[src/maze_pkg.sv]
// Maze game package with state and button codes, grid constants and the fixed wall maps.
`default_nettype none

package maze_pkg;

    // Game states, encoded as the original locator expects them.
    typedef enum logic [2:0] {
        MENU = 3'b000,
        PLAY = 3'b001,
        LOST = 3'b010,
        WON  = 3'b011
    } game_state_t;

    // One-hot button codes.
    typedef enum logic [5:0] {
        NO_PRESS = 6'b000000,
        SELECT   = 6'b000001,
        UP       = 6'b000010,
        RIGHT    = 6'b000100,
        DOWN     = 6'b001000,
        LEFT     = 6'b010000,
        BACK     = 6'b100000
    } button_t;

    typedef logic [2:0] coord_t;           // 0..5 on grid, 7 off grid.

    localparam int     GRID_SIZE = 6;
    localparam coord_t OFF_GRID  = 3'd7;
    localparam coord_t GOAL_X    = 3'd5;
    localparam coord_t GOAL_Y    = 3'd5;

    // Bit y*6+x blocks the step between (x,y) and (x+1,y).
    // Walls east of (1,0) (4,1) (2,2) (0,3) (3,4).
    localparam logic [35:0] WALL_EAST  = 36'h0_0804_4402;

    // Bit y*6+x blocks the step between (x,y) and (x,y+1).
    // Walls north of (2,0) (0,1) (5,2) (3,3) (1,4).
    localparam logic [35:0] WALL_NORTH = 36'h0_0222_0044;

endpackage

`default_nettype wire

[src/maze_move_if.sv]
// Move bus between the check stage, the locator and the game controller.
`default_nettype none
`timescale 1ns/1ps

interface maze_move_if;
    import maze_pkg::*;

    logic        valid;                    // One-cycle pulse per allowed move.
    button_t     dir;
    coord_t      pos_x;                    // Registered mazer position.
    coord_t      pos_y;

    modport check (
        output valid, dir,
        input  pos_x, pos_y
    );

    modport locator (
        input  valid, dir,
        output pos_x, pos_y
    );

    modport monitor (
        input  valid, dir, pos_x, pos_y
    );

endinterface

`default_nettype wire

[src/maze_button_press.sv]
// Press detector that turns a held one-hot button code into one single-cycle press event.
`default_nettype none
`timescale 1ns/1ps

module maze_button_press (
    input  logic              clk,
    input  logic              nrst,
    input  maze_pkg::button_t button,
    output logic              press_valid,
    output maze_pkg::button_t press_btn
);
    import maze_pkg::*;

    button_t btn_q;                        // Sampled button code.
    button_t btn_prev;                     // Code one cycle earlier.
    logic    new_press;

    // A press is a clean one-hot code right after an idle cycle.
    assign new_press = (btn_prev == NO_PRESS) && $onehot(btn_q);

    always_ff @(posedge clk) begin
        if (!nrst) begin
            btn_q       <= NO_PRESS;
            btn_prev    <= NO_PRESS;
            press_valid <= 1'b0;
        end else begin
            btn_q       <= button;
            btn_prev    <= btn_q;
            press_valid <= new_press;
        end
    end

    // Code travels with the pulse.
    always_ff @(posedge clk) begin
        if (new_press) begin
            press_btn <= btn_q;
        end
    end

    // A held button never repeats the event since each press needs an idle sample first.
    a_single_press : assert property (
        @(posedge clk) disable iff (!nrst)
        press_valid |-> ($past(button, 3) == NO_PRESS) && ($past(button, 2) == press_btn)
    );

endmodule

`default_nettype wire

[src/maze_game_ctrl.sv]
// Game controller FSM with the move budget counter, goal detection and the start-load pulse.
`default_nettype none
`timescale 1ns/1ps

module maze_game_ctrl #(
    parameter int MAX_MOVES = 20
) (
    input  logic                  clk,
    input  logic                  nrst,
    input  logic                  press_valid,
    input  maze_pkg::button_t     press_btn,
    maze_move_if.monitor          move,
    output maze_pkg::game_state_t game_state,
    output logic                  load_start
);
    import maze_pkg::*;

    localparam int CNT_W = (MAX_MOVES < 1) ? 1 : $clog2(MAX_MOVES + 1);

    logic [CNT_W-1:0] move_cnt;            // Accepted moves this game.
    logic             at_goal;
    logic             out_of_moves;

    assign at_goal      = (move.pos_x == GOAL_X) && (move.pos_y == GOAL_Y);
    assign out_of_moves = (move_cnt == CNT_W'(MAX_MOVES));

    always_ff @(posedge clk) begin
        if (!nrst) begin
            game_state <= MENU;
            load_start <= 1'b0;
            move_cnt   <= '0;
        end else begin
            load_start <= 1'b0;
            case (game_state)
                MENU: begin
                    if (press_valid && press_btn == SELECT) begin
                        game_state <= PLAY;
                        load_start <= 1'b1;
                        move_cnt   <= '0;
                    end
                end
                PLAY: begin
                    if (at_goal) begin
                        game_state <= WON;   // Goal beats an empty budget.
                    end else if (out_of_moves) begin
                        game_state <= LOST;
                    end
                    // Saturates at the budget.
                    if (move.valid && !out_of_moves) begin
                        move_cnt <= move_cnt + 1'b1;
                    end
                end
                WON, LOST: begin
                    if (press_valid && press_btn == BACK) begin
                        game_state <= MENU;
                    end
                end
                default: game_state <= MENU;
            endcase
        end
    end

    // Start load only comes from the menu, with no move in flight on the bus.
    a_load_from_menu : assert property (
        @(posedge clk) disable iff (!nrst)
        load_start |-> ($past(game_state) == MENU) && !move.valid
    );

endmodule

`default_nettype wire

[src/maze_mazer_locator.sv]
// Mazer locator that holds the position, applies moves, loads the start cell and parks at game end.
`default_nettype none
`timescale 1ns/1ps

module maze_mazer_locator (
    input  logic                  clk,
    input  logic                  nrst,
    input  maze_pkg::game_state_t game_state,
    input  logic                  load_start,
    input  maze_pkg::coord_t      start_pos_x,
    input  maze_pkg::coord_t      start_pos_y,
    maze_move_if.locator          move
);
    import maze_pkg::*;

    coord_t next_x;
    coord_t next_y;
    logic   load_d;                        // Start load, one cycle late.

    always_ff @(posedge clk) begin
        if (!nrst) begin
            move.pos_x <= 3'd0;
            move.pos_y <= 3'd0;
            load_d     <= 1'b0;
        end else begin
            move.pos_x <= next_x;
            move.pos_y <= next_y;
            load_d     <= load_start;
        end
    end

    always_comb begin
        next_x = move.pos_x;
        next_y = move.pos_y;
        if (load_d) begin
            next_x = start_pos_x;
            next_y = start_pos_y;
        end else if (game_state == WON || game_state == LOST) begin
            // Game over, hide the mazer.
            next_x = OFF_GRID;
            next_y = OFF_GRID;
        end else if (move.valid) begin
            case (move.dir)
                UP:      next_y = move.pos_y + 3'd1;
                DOWN:    next_y = move.pos_y - 3'd1;
                LEFT:    next_x = move.pos_x + 3'd1;
                RIGHT:   next_x = move.pos_x - 3'd1;
                default: ;                 // Hold.
            endcase
        end
    end

endmodule

`default_nettype wire

[src/maze_move_check.sv]
// Move check stage that tests direction presses against the walls and the grid border.
`default_nettype none
`timescale 1ns/1ps

module maze_move_check (
    input  logic                  clk,
    input  logic                  nrst,
    input  logic                  press_valid,
    input  maze_pkg::button_t     press_btn,
    input  maze_pkg::game_state_t game_state,
    maze_move_if.check            move
);
    import maze_pkg::*;

    localparam coord_t      EDGE_HI  = coord_t'(GRID_SIZE - 1);
    localparam logic [5:0]  ROW_STEP = 6'(GRID_SIZE);

    logic [5:0] here;                      // Wall map index of the current cell.
    logic       on_grid;
    logic       allowed;
    logic       accept;

    // Flat cell index into the wall maps.
    function automatic logic [5:0] cell_idx(input coord_t x, input coord_t y);
        return 6'(int'(y) * GRID_SIZE + int'(x));
    endfunction

    assign here    = cell_idx(move.pos_x, move.pos_y);
    assign on_grid = (move.pos_x <= EDGE_HI) && (move.pos_y <= EDGE_HI);

    always_comb begin
        allowed = 1'b0;
        if (on_grid) begin
            case (press_btn)
                UP:      allowed = (move.pos_y != EDGE_HI) && !WALL_NORTH[here];
                DOWN:    allowed = (move.pos_y != 3'd0) && !WALL_NORTH[here - ROW_STEP];
                LEFT:    allowed = (move.pos_x != EDGE_HI) && !WALL_EAST[here];
                RIGHT:   allowed = (move.pos_x != 3'd0) && !WALL_EAST[here - 6'd1];
                default: allowed = 1'b0;   // SELECT, BACK and junk.
            endcase
        end
    end

    assign accept = press_valid && (game_state == PLAY) && allowed;

    always_ff @(posedge clk) begin
        if (!nrst) begin
            move.valid <= 1'b0;
        end else begin
            move.valid <= accept;
        end
    end

    always_ff @(posedge clk) begin
        if (accept) begin
            move.dir <= press_btn;
        end
    end

    // The locator must land on a real cell after a move issued during play.
    a_move_on_grid : assert property (
        @(posedge clk) disable iff (!nrst)
        move.valid && (game_state == PLAY) |=>
            (move.pos_x <= EDGE_HI) && (move.pos_y <= EDGE_HI)
    );

endmodule

`default_nettype wire

[src/maze_top.sv]
// Maze game core top level joining press detection, move check, locator and game controller.
`default_nettype none
`timescale 1ns/1ps

module maze_top #(
    parameter int MAX_MOVES = 20
) (
    input  logic       clk,
    input  logic       nrst,
    input  logic [5:0] button,
    input  logic [2:0] start_pos_x,
    input  logic [2:0] start_pos_y,
    output logic [2:0] pos_x,
    output logic [2:0] pos_y,
    output logic [2:0] game_state
);
    import maze_pkg::*;

    logic        press_valid;
    button_t     press_btn;
    game_state_t state;
    logic        load_start;

    maze_move_if move_bus ();

    maze_button_press i_press (
        .clk         (clk),
        .nrst        (nrst),
        .button      (button_t'(button)),
        .press_valid (press_valid),
        .press_btn   (press_btn)
    );

    maze_move_check i_check (
        .clk         (clk),
        .nrst        (nrst),
        .press_valid (press_valid),
        .press_btn   (press_btn),
        .game_state  (state),
        .move        (move_bus.check)
    );

    maze_mazer_locator i_locator (
        .clk         (clk),
        .nrst        (nrst),
        .game_state  (state),
        .load_start  (load_start),
        .start_pos_x (start_pos_x),
        .start_pos_y (start_pos_y),
        .move        (move_bus.locator)
    );

    maze_game_ctrl #(
        .MAX_MOVES   (MAX_MOVES)
    ) i_ctrl (
        .clk         (clk),
        .nrst        (nrst),
        .press_valid (press_valid),
        .press_btn   (press_btn),
        .move        (move_bus.monitor),
        .game_state  (state),
        .load_start  (load_start)
    );

    assign pos_x      = move_bus.pos_x;
    assign pos_y      = move_bus.pos_y;
    assign game_state = state;

endmodule

`default_nettype wire

[config.mk]
export PLATFORM = sky130hd
export DESIGN_NAME = maze_top
export DESIGN_NICKNAME = d
export VERILOG_FILES = /design/src/maze_pkg.sv /design/src/maze_move_if.sv /design/src/maze_button_press.sv /design/src/maze_game_ctrl.sv /design/src/maze_mazer_locator.sv /design/src/maze_move_check.sv /design/src/maze_top.sv
export SDC_FILE = /design/constraint.sdc
export NUM_CORES = 1
export LEC_CHECK = 0
export BUFFER_PORTS_ARGS = -buffer_cell sky130_fd_sc_hd__buf_2
export CAP_MARGIN = 30
export CELL_PAD_IN_SITES_DETAIL_PLACEMENT = 1
export CELL_PAD_IN_SITES_GLOBAL_PLACEMENT = 1
export CORE_MARGIN = 3
export CORE_UTILIZATION = 41
export DETAILED_ROUTE_END_ITERATION = 10
export PLACE_DENSITY_LB_ADDON = 0.1
export SYNTH_ARGS = -nofsm -noshare
export SYNTH_HDL_FRONTEND = slang
export SYNTH_SLANG_ARGS = --single-unit
[constraint.sdc]
create_clock -name clk -period 2.9 [get_ports clk]
set_input_delay 0.435 -clock clk [delete_from_list [all_inputs] [get_ports clk]]
set_output_delay 0.435 -clock clk [all_outputs]
set_load 0.1 [all_outputs]
==> results of run 1 <==
-- worst register-to-register path, stage by stage (launching register included) --
cell,delay [ns]
dfxtp_4,0.38
clkinvlp_4,0.13
ha_4,0.29
inv_2,0.04
fa_2,0.45
xor2_4,0.20
or3_1,0.37
a211oi_2,0.18
mux2i_1,0.12
o211ai_2,0.07
a41o_1,0.24
nand3_4,0.13
-- registers in the layout, summed over array words and instances, names as in the netlist --
signal                cells
i_check.move.valid        1
i_locator.move.pos_x      3
i_locator.load_d          1
i_press.btn_q             6
i_ctrl.game_state         2
i_press.btn_prev          6
i_ctrl.load_start         1
i_ctrl.move_cnt           5
i_check.move.dir          6
i_press.press_btn         6
i_locator.move.pos_y      3
i_press.press_valid       1
-- area by class of cell --
cell class / instances / area [um^2]
Clock buffer: 7 / 97.6
Clock inverter: 1 / 5.00
Fill cell: 645 / 2700
Inverter: 25 / 100
Multi-Input combinational cell: 185 / 1510
Sequential cell: 41 / 955
Tap cell: 72 / 90.1
Timing Repair Buffer: 35 / 214
-- cell families (layout without fill, tap and decap cells) --
family | count (synthesis) | after routing | synth area share, %
xor+xnor | 20 | 20 | 9.05
other cells | 1 | 1 | 0.152
flops | 41 | 41 | 38.0
mux | 5 | 5 | 2.02
buf+inv | 30 | 68 | 5.31
compound gates | 37 | 37 | 10.5
simple gates | 99 | 99 | 21.5
fa+ha+maj | 23 | 23 | 13.5
-- power by group through the flow --
stage | clock, mW | combinational (mW) | sequential, mW
after floorplan | 0 | 0.0845 | 0.663
after global placement | 0 | 0.139 | 0.644
after detailed placement | 0 | 0.143 | 0.644
after CTS | 0.429 | 0.145 | 0.631
after global routing | 0.459 | 0.160 | 0.634
final | 0.415 | 0.144 | 0.631
-- per-stage QoR --
step / power (mW) / std cells / instance area, um^2 / worst slack (ns) / utilization [%]
after global routing: 1.25 / 366 / 2970 / -0.100 / 52.4
after global placement: 0.783 / 354 / 2810 / 0.0179 / 49.5
after floorplan: 0.748 / 256 / 2580 / -0.195 / -
after detailed placement: 0.788 / 354 / 2810 / 0.00175 / 49.5
final: 1.19 / 366 / 2970 / 0.0481 / 52.4
after CTS: 1.20 / 364 / 2950 / 0.00862 / 52.1
-- cells in the mapped netlist, types with 7 or more instances --
| cell | number |
|---|---|
| nand2_1 | 14 |
| xor2_1 | 8 |
| ha_1 | 17 |
| nand3_1 | 9 |
| nand4_1 | 7 |
| xnor2_1 | 7 |
| a21oi_1 | 11 |
| and2_1 | 14 |
| inv_1 | 24 |
| dfxtp_1 | 29 |
| nor2_1 | 25 |
| edfxtp_1 | 12 |
-- metal layers --
metal	GRT usage, %	vias to the layer above
met1	22.4	903
met2	29.9	32
met5	0	-
met4	4.09	0
met3	3.85	4
li1	-	958
-- worst paths after layout --
| path | from | to | slack [ns] | cells after the start |
|---|---|---|---|---|
| setup / recovery | i_locator.move.pos_y[1] | i_check.move.dir[3] | 0.05 | 11 |
| hold / removal | button[1] | i_press.btn_q[1] | 0.35 | 2 |
| setup reg to reg | i_locator.move.pos_y[1] | i_check.move.dir[3] | 0.05 | 11 |
| hold reg to reg | i_ctrl.load_start | i_locator.load_d | 0.45 | 1 |
-- timing repair --
item                       4_1_cts  5_1_grt
resized for setup                4        1
pin swaps                        2        2
setup buffers                    2        2
setup endpoints to repair        6        6
==> results.yml, run 1 <==
place:
  gp_congestion: 0.782
  numPortBuffers: 21
  dpl.hpwl_um: 4600
global_route:
  antenna_found_initial: 0
  grt.total_usage_pct: 17.5
  grt_pass1_wl_um: 9970
  grt_overflow: 0
  grt_pass1_vias: 2035
  grt_max_degree: 20
setup_path:
  path_delay_family: "adder cells"
  critPathMaxStageDelay_ns: 0.45
  worstPathRequired_ns: 2.93
  start_kind: "flip-flop"
  cp.arrival_ns: 2.88
  crit_path_max_fanout: 6
  cp-end-kind: "flip-flop"
  slowest_stage: "fa_2"
  cp.buffers_inverters: 2
  cp_cell_sequence: "clkinvlp_4, ha_4, inv_2, fa_2, xor2_4, or3_1, a211oi_2, mux2i_1, o211ai_2, a41o_1, nand3_4"
  crit_type: "flip-flop to flip-flop"
synth:
  syn_inst: 256
  syn_nets: 293
  yosys.area.top_type_share_pct: 23.5
  seq_area_frac_synth_pct: 38.0
  syn_avg_cell_area_um2: 9.66
  synth_edf_count: 12
  synth_area_leaders: "dfxtp_1, edfxtp_1, ha_1, fa_1, nor2_1"
  async_flop_share_pct: 0
  syn-cell-area_mm2: 0.00247
  yosysTopAreaCell: "dfxtp_1"
  ys.flop_type: "dfxtp_1"
  ys_warn_count: 0
  synth_cell_types: 53
  yosys_register_bits: 41
sta:
  setup_violations: 0
  rsz0062_at_grt: "true"
  fin_skew_ns: 0.00937
  maxSlewViolCount: 0
  fmaxAchievable_ghz: 0.351
  timing.setup.tns_ns: 0
  period_minus_slack_ns: 2.85
  finalHoldViolCount: 0
  max_slew_margin_pct: 47.9
  worst_pin_slew_ns: 0.777
  hold_ws_ns: 0.350
  fin_crit_sh_pct: 98.3
pwr:
  ir_drop_v: 0.000492
  p_leak_nw: 1.18
  p_seq_share_pct: 53.0
  power.density_mw_per_mm2: 400
  pwr-share-comb_pct: 12.1
  power_switching_share_pct: 26.0
  internal_power_uw: 881
  clkPwrFrac_pct: 34.9
  power_switching_uw: 309
cts:
  clock-sinks: 41
  cts_buffer_depth: 2
  postCtsHoldBufs: 0
  root_buffer: "clkbuf_8"
  numCtsBuffers: 5
  insertion_delay_ns: 0.29
  h-tree-depth: 2
  cts_tree: "built"
  clk_pin_slew_worst_paths_ns: 0.08
detailed_routing:
  vias: 1897
  vias_per_cell: 5.18
  wl_met3_um: 190
  wl_met2_um: 2730
  post_drt_wl_per_cell_um: 15.6
  drt-total-wl_um: 5700
  first_pass_iters: 4
  drt_iter0_drc: 111
  drc: 0
  ant_nets: 0
  wl_met1_um: 2740
  top_layer_used: "met4"
floorplanning:
  die-area_mm2: 0.00700
  io_pins: 23
  num_rows: 27
  die_y_um: 83.7
  core_mm2: 0.00568
  initial_utilization_pct: 43.6
  die_w_um: 83.7
cells_and_area:
  area_growth_pct: 20.2
  n_antenna_cell: 0
  layout_common_cells: "nor2_1, dfxtp_1, inv_1, buf_2"
  drive_gt1_share_pct: 23.8
  finalNetCount: 330
  final_common_cell: "nor2_1"
job:
  cap_violations: 0
hold_path:
  hold_path.class: "input port to flip-flop"
status:
  outcome: "complete, no violations"
Note: power is estimated with default switching activity, not from simulation.
==> inputs of run 2 (changes only) <==
--- a/config.mk
+++ b/config.mk
@@ -10,9 +10,10 @@
 export CELL_PAD_IN_SITES_DETAIL_PLACEMENT = 1
 export CELL_PAD_IN_SITES_GLOBAL_PLACEMENT = 1
 export CORE_MARGIN = 3
-export CORE_UTILIZATION = 41
+export CORE_UTILIZATION = 42
 export DETAILED_ROUTE_END_ITERATION = 10
 export PLACE_DENSITY_LB_ADDON = 0.1
 export SYNTH_ARGS = -nofsm -noshare
 export SYNTH_HDL_FRONTEND = slang
+export SYNTH_HIERARCHICAL = 1
 export SYNTH_SLANG_ARGS = --single-unit
==> run 2 against run 1 <==
Effect of this change:
- critical endpoint is now i_press/press_btn[5]
- critical path depth is 3 lower
- non-clock buffer count is 19 higher
- the run now ends with negative setup slack left
- flip-flop and latch count stayed put
- wire length is 18% higher
- global-route usage is 2.1 points higher
- total power is 76% higher
- synthesized area is 9.6% higher
- clock power hardly changed
- clock-buffer cell count is 2 lower
- worst hold slack worse by 0.017 ns
- sequential share of layout area is 3.5 points lower
- design area is 13% higher
==> results.yml, run 2 <==
synth:
  synthAdderAreaFrac_pct: 11.4
  syn_inst: 285
  yosysTopAreaCell: "dfxtp_1"
  synth_common_cells: "inv_1, dfxtp_1, nor2_1"
  yosys_register_bits: 41
  synthMuxAreaShare_pct: 2.59
  synth.most_common_cell: "inv_1"
  synth_area_leaders: "dfxtp_1, edfxtp_1, ha_1, fa_1, inv_1"
  synth_compound_area_share_pct: 13.5
  synth_simple_gate_area_share_pct: 26.5
  yosys.area.top_type_share_pct: 21.4
  synth_edf_count: 12
  syn_nets: 320
  synth_top_family_by_area: "simple AND/OR/NAND/NOR gates"
  syn-cell-area_mm2: 0.00271
  ys.flop_type: "dfxtp_1"
  seq_area_frac_synth_pct: 34.7
  synth_cell_types: 65
  ys_warn_count: 6
  syn_avg_cell_area_um2: 9.51
  synth_xor_xnor_area_share_pct: 4.76
  async_flop_share_pct: 0
floorplanning:
  die_w_um: 86.3
  die-area_mm2: 0.00745
  core_mm2: 0.00610
  die_y_um: 86.3
  initial_utilization_pct: 44.5
  num_rows: 28
  io_pins: 23
setup_path:
  reg2reg_depth: 8
  cp_cell_sequence: "inv_2, fa_1, fa_1, inv_1, ha_2, fa_2, or4_4, nor3_4"
  cp.arrival_ns: 3.08
  start_kind: "flip-flop"
  cp-end-kind: "flip-flop"
  crit_path_max_fanout: 6
  critPathMaxStageDelay_ns: 0.55
  slowest_stage: "fa_1"
  crit_type: "flip-flop to flip-flop"
  cp.buffers_inverters: 2
  crit_top_cell: "fa_1"
  path_delay_family: "adder cells"
  reg2reg_slack_ns: -0.21
  worstPathRequired_ns: 2.88
  cp.depth: 8
sta:
  hold_ws_ns: 0.333
  fin_ws_ns: -0.209
  setup_violations: 14
  fmaxAchievable_ghz: 0.322
  worst_pin_slew_ns: 0.548
  finalHoldViolCount: 0
  period_minus_slack_ns: 3.11
  rsz0062_at_grt: "true"
  maxSlewViolCount: 0
  fin_crit_sh_pct: 107
  fin_skew_ns: 0.00336
  timing.setup.tns_ns: -2.38
  max_slew_margin_pct: 63.0
cells_and_area:
  drive_gt1_share_pct: 32.2
  n_antenna_cell: 0
  stdcell_count: 417
  final_core_util_pct: 55.0
  finalNetCount: 376
  area_growth_pct: 23.7
  final_common_cell: "buf_4"
  layout_common_cells: "buf_4, inv_1, nor2_1"
hold_path:
  min_path_cells: 2
  hold_path.class: "input port to flip-flop"
cts:
  numCtsBuffers: 5
  insertion_delay_ns: 0.30
  cts_buffer_depth: 2
  clk_pin_slew_worst_paths_ns: 0.09
  clock-sinks: 41
  root_buffer: "clkbuf_8"
  h-tree-depth: 2
  cts_tree: "built"
  postCtsHoldBufs: 0
place:
  dp.cells: 403
  numPortBuffers: 21
  dpl.hpwl_um: 5080
  gp_congestion: 0.849
detailed_routing:
  drt-total-wl_um: 6710
  first_pass_iters: 4
  drc: 0
  drt_iter0_drc: 97
  vias_per_cell: 5.48
  post_drt_wl_per_cell_um: 16.1
  ant_nets: 0
  vias: 2287
global_route:
  grt_overflow: 0
  grt_pass1_vias: 2389
  grt_pass1_wl_um: 11500
  grt_max_degree: 26
  antenna_found_initial: 0
  grt.total_usage_pct: 19.6
job:
  cap_violations: 0
status:
  violations: "negative setup slack"
  outcome: "finished, violations left"
pwr:
  power_mw: 2.09
  p_leak_nw: 1.36
  ir_drop_v: 0.000463
  power.density_mw_per_mm2: 623
-- run 2: cell count changes in the layout (fill, tap and decap cells not counted), moves of 4 or more --
cell / previous run / this run
buf_4: 13 / 29
nor3_1: 1 / 7
ha_1: 14 / 10
inv_2: 2 / 6
nor4_1: 5 / 0
and2_1: 14 / 9
-- run 2: logic make-up (layout without fill, tap and decap cells) --
logic type,count (synthesis),after routing
compound gates,52,52
xor+xnor,13,13
fa+ha+maj,21,21
buf+inv,36,93
flops,41,41
mux,7,7
other cells,1,1
simple gates,114,114
-- run 2: metal layers --
layer	vias up	wire length, um	GRT usage, %
met5	-	0	0
met4	0	60	4.67
met3	6	225	3.99
met2	37	3250	33.2
met1	1117	3180	25.5
li1	1127	-	-
-- run 2: power breakdown --
group | total, mW | switching, mW | internal [mW] | leakage [nW]
Combinational | 0.983 | 0.573 | 0.411 | 0.951
Sequential | 0.691 | 0.0592 | 0.631 | 0.355
Clock | 0.414 | 0.232 | 0.182 | 0.0511
Total | 2.09 | 0.864 | 1.22 | 1.36
-- run 2: layout make-up --
cell class / count / area (um^2)
tap: 75 / 93.8
inverter: 31 / 121
fill: 715 / 2740
timing repair buffer: 54 / 377
clock inverter: 3 / 28.8
clock buffer: 5 / 68.8
multi-input combinational: 208 / 1700
sequential: 41 / 960
-- run 2: worst paths after layout --
check / startpoint / end
worst max-delay path: i_press/btn_q[1] / i_press/press_btn[5]
worst min-delay path: button[3] / i_press/btn_q[3]
worst max register to register: i_press/btn_q[1] / i_press/press_btn[5]
worst min register to register: i_press/btn_q[4] / i_press/press_btn[4]
-- run 2: stage by stage --
step | setup WS, ns | cell area [um^2]
detailed placement | -0.305 | 3170
global placement | -0.218 | 3170
floorplan | -0.286 | 2830
global route | -0.313 | 3350
CTS | -0.218 | 3330
finish | -0.209 | 3350
-- run 2: what timing repair did --
| action | 4_1_cts | 5_1_grt |
|---|---|---|
| endpoints found under the hold margin | 0 | 0 |
| resized for setup | 7 | 2 |
| setup buffers | 5 | 4 |
| pin swaps | 10 | 5 |
| endpoints found under the setup margin | 14 | 14 |
==> inputs of run 3 (changes only) <==
--- a/config.mk
+++ b/config.mk
@@ -10,7 +10,7 @@
 export CELL_PAD_IN_SITES_DETAIL_PLACEMENT = 1
 export CELL_PAD_IN_SITES_GLOBAL_PLACEMENT = 1
 export CORE_MARGIN = 3
-export CORE_UTILIZATION = 42
+export CORE_UTILIZATION = 46
 export DETAILED_ROUTE_END_ITERATION = 10
 export PLACE_DENSITY_LB_ADDON = 0.1
 export SYNTH_ARGS = -nofsm -noshare
==> constraint.sdc (replaced) <==
create_clock -name clk -period 3.55 [get_ports clk]
set_input_delay 0.5325 -clock clk [delete_from_list [all_inputs] [get_ports clk]]
set_output_delay 0.5325 -clock clk [all_outputs]
set_load 0.05 [all_outputs]
==> run 3 against run 2 <==
Effect of this change:
- highest routed layer unchanged
- clock skew grew 0.0037 ns
- core utilization down 0.68 points
- wire length decreased by 8.6%
- design area decreased by 9.1%
- the run now ends clean
- register-to-register slack gained 0.42 ns
- clock-buffer cell count increased by 1
- non-clock buffer count decreased by 25
- fmax is 6.8% lower
- combinational power is 41% lower
- via count shrank 7.3%
- first-iteration DRC count fell by 43%
==> results.yml, run 3 (synthesized netlist as in run 2, its figures left out) <==
status:
  outcome: "complete, no violations"
cells_and_area:
  n_antenna_cell: 0
  layout_common_cells: "inv_1, dfxtp_1, nor2_1"
  area_growth_pct: 12.4
  finalNetCount: 351
  final_core_util_pct: 54.3
  final_common_cell: "inv_1"
  stdcell_count: 389
  drive_gt1_share_pct: 19.9
hold_path:
  hold_path.class: "flip-flop to flip-flop"
  min_path_cells: 1
  min_from: "i_ctrl/load_start"
  hold_end: "i_locator/load_d"
global_route:
  grt_max_degree: 26
  globalRouteMet1Util_pct: 24.1
  grt_busiest_layer: "met2"
  use_met2_pct: 35.4
  grt.total_usage_pct: 19.5
  grt_overflow: 0
  grt_pass1_vias: 2184
  antenna_found_initial: 0
  grtUsageMet3_pct: 3.25
  grt_pass1_wl_um: 10200
floorplanning:
  die-area_mm2: 0.00685
  initial_utilization_pct: 48.3
  core_mm2: 0.00561
  die_y_um: 82.8
  io_pins: 23
  die_w_um: 82.8
  num_rows: 27
sta:
  fin_skew_ns: 0.00703
  rsz0062_at_grt: "false"
  setup_violations: 0
  timing.setup.tns_ns: 0
  maxSlewViolCount: 0
  fin_crit_sh_pct: 94.0
  finalHoldViolCount: 0
  fmaxAchievable_ghz: 0.300
  period_minus_slack_ns: 3.34
  worst_pin_slew_ns: 0.541
  max_slew_margin_pct: 63.4
cts:
  cts_buffer_depth: 2
  insertion_delay_ns: 0.29
  clk_pin_slew_worst_paths_ns: 0.08
  h-tree-depth: 2
  clock-sinks: 41
  postCtsHoldBufs: 0
  cts_tree: "built"
  numCtsBuffers: 5
  root_buffer: "clkbuf_8"
detailed_routing:
  first_pass_iters: 4
  drt-total-wl_um: 6130
  ant_nets: 0
  post_drt_wl_per_cell_um: 15.8
  vias_per_cell: 5.45
  drc: 0
  vias: 2120
  drt_iter0_drc: 55
setup_path:
  crit_top_cell: "fa_1"
  critPathMaxStageDelay_ns: 0.56
  cp-end-kind: "flip-flop"
  crit_type: "flip-flop to flip-flop"
  reg2reg_depth: 9
  r2r_end: "i_press/press_btn[1]"
  rr_startpoint: "i_press/btn_q[0]"
  start_kind: "flip-flop"
  cp_cell_sequence: "inv_1, fa_1, fa_1, inv_1, ha_1, fa_1, or4_4, nor3_1, buf_4"
  slowest_stage: "or4_4"
  cp.arrival_ns: 3.34
  reg2reg_slack_ns: 0.21
  crit_path_max_fanout: 6
  worstPathRequired_ns: 3.55
pwr:
  ir_drop_v: 0.000230
  power_mw: 1.50
  p_leak_nw: 1.23
  power.density_mw_per_mm2: 494
place:
  dp.cells: 381
  gp_congestion: 0.777
  numPortBuffers: 21
  dpl.hpwl_um: 4760
job:
  cap_violations: 0
-- run 3: where the power goes --
part / switching, mW / internal (mW) / total (mW)
combinational: 0.356 / 0.220 / 0.576
clock: 0.164 / 0.211 / 0.375
sequential: 0.0387 / 0.515 / 0.553
total: 0.558 / 0.946 / 1.50
-- run 3: repair_timing --
item | in CTS | in global routing
buffers inserted | 0 | 0
resized for setup | 0 | 4
endpoints found under the setup margin | 0 | 6
-- run 3: critical path: cells and delay by family (launching register included) --
kind,cells,cell delay [ns]
AND/OR/NAND/NOR,2,0.79
buffers and inverters,3,0.32
flip-flops,1,0.34
adder cells (fa/ha/maj),4,1.60
-- run 3: metal layers --
metal	up-vias	wire (um)
met5	-	0
met4	0	29
met3	2	148
met2	21	3160
met1	1029	2790
li1	1068	-
-- run 3: how the worst max path moves through the flow --
stage | start | endpoint | slack, ns | cells past startpoint
3_3_place_gp | i_locator/move.pos_y[1] | i_check/move.dir[4] | 0.24 | 12
5_1_grt | i_locator/move.pos_y[1] | i_check/move.dir[0] | 0.04 | 12
3_5_place_dp | i_locator/move.pos_y[1] | i_check/move.dir[5] | 0.09 | 12
2_1_floorplan | i_locator/move.pos_y[1] | i_check/move.dir[0] | 0.09 | 13
4_1_cts | i_locator/move.pos_y[1] | i_check/move.dir[4] | 0.08 | 12
6_report | i_press/btn_q[0] | i_press/press_btn[1] | 0.21 | 9
-- run 3: per-stage QoR --
stage | area [um^2] | setup slack [ns] | hold WS [ns]
after global placement | 2920 | 0.238 | 0.412
after detailed placement | 2920 | 0.0924 | 0.422
after global routing | 3050 | 0.0444 | 0.438
after CTS | 3030 | 0.0770 | 0.432
final | 3050 | 0.213 | 0.440
after floorplan | 2720 | 0.0879 | 0.408
-- run 3: cell type report --
type | instances | area (um^2)
clock buffers | 6 | 72.6
clock inverters | 2 | 38.8
fillers | 668 | 2560
inverters | 31 | 116
multi-input cells | 208 | 1620
flip-flops and latches | 41 | 946
well taps | 72 | 90.1
repair buffers | 29 | 165
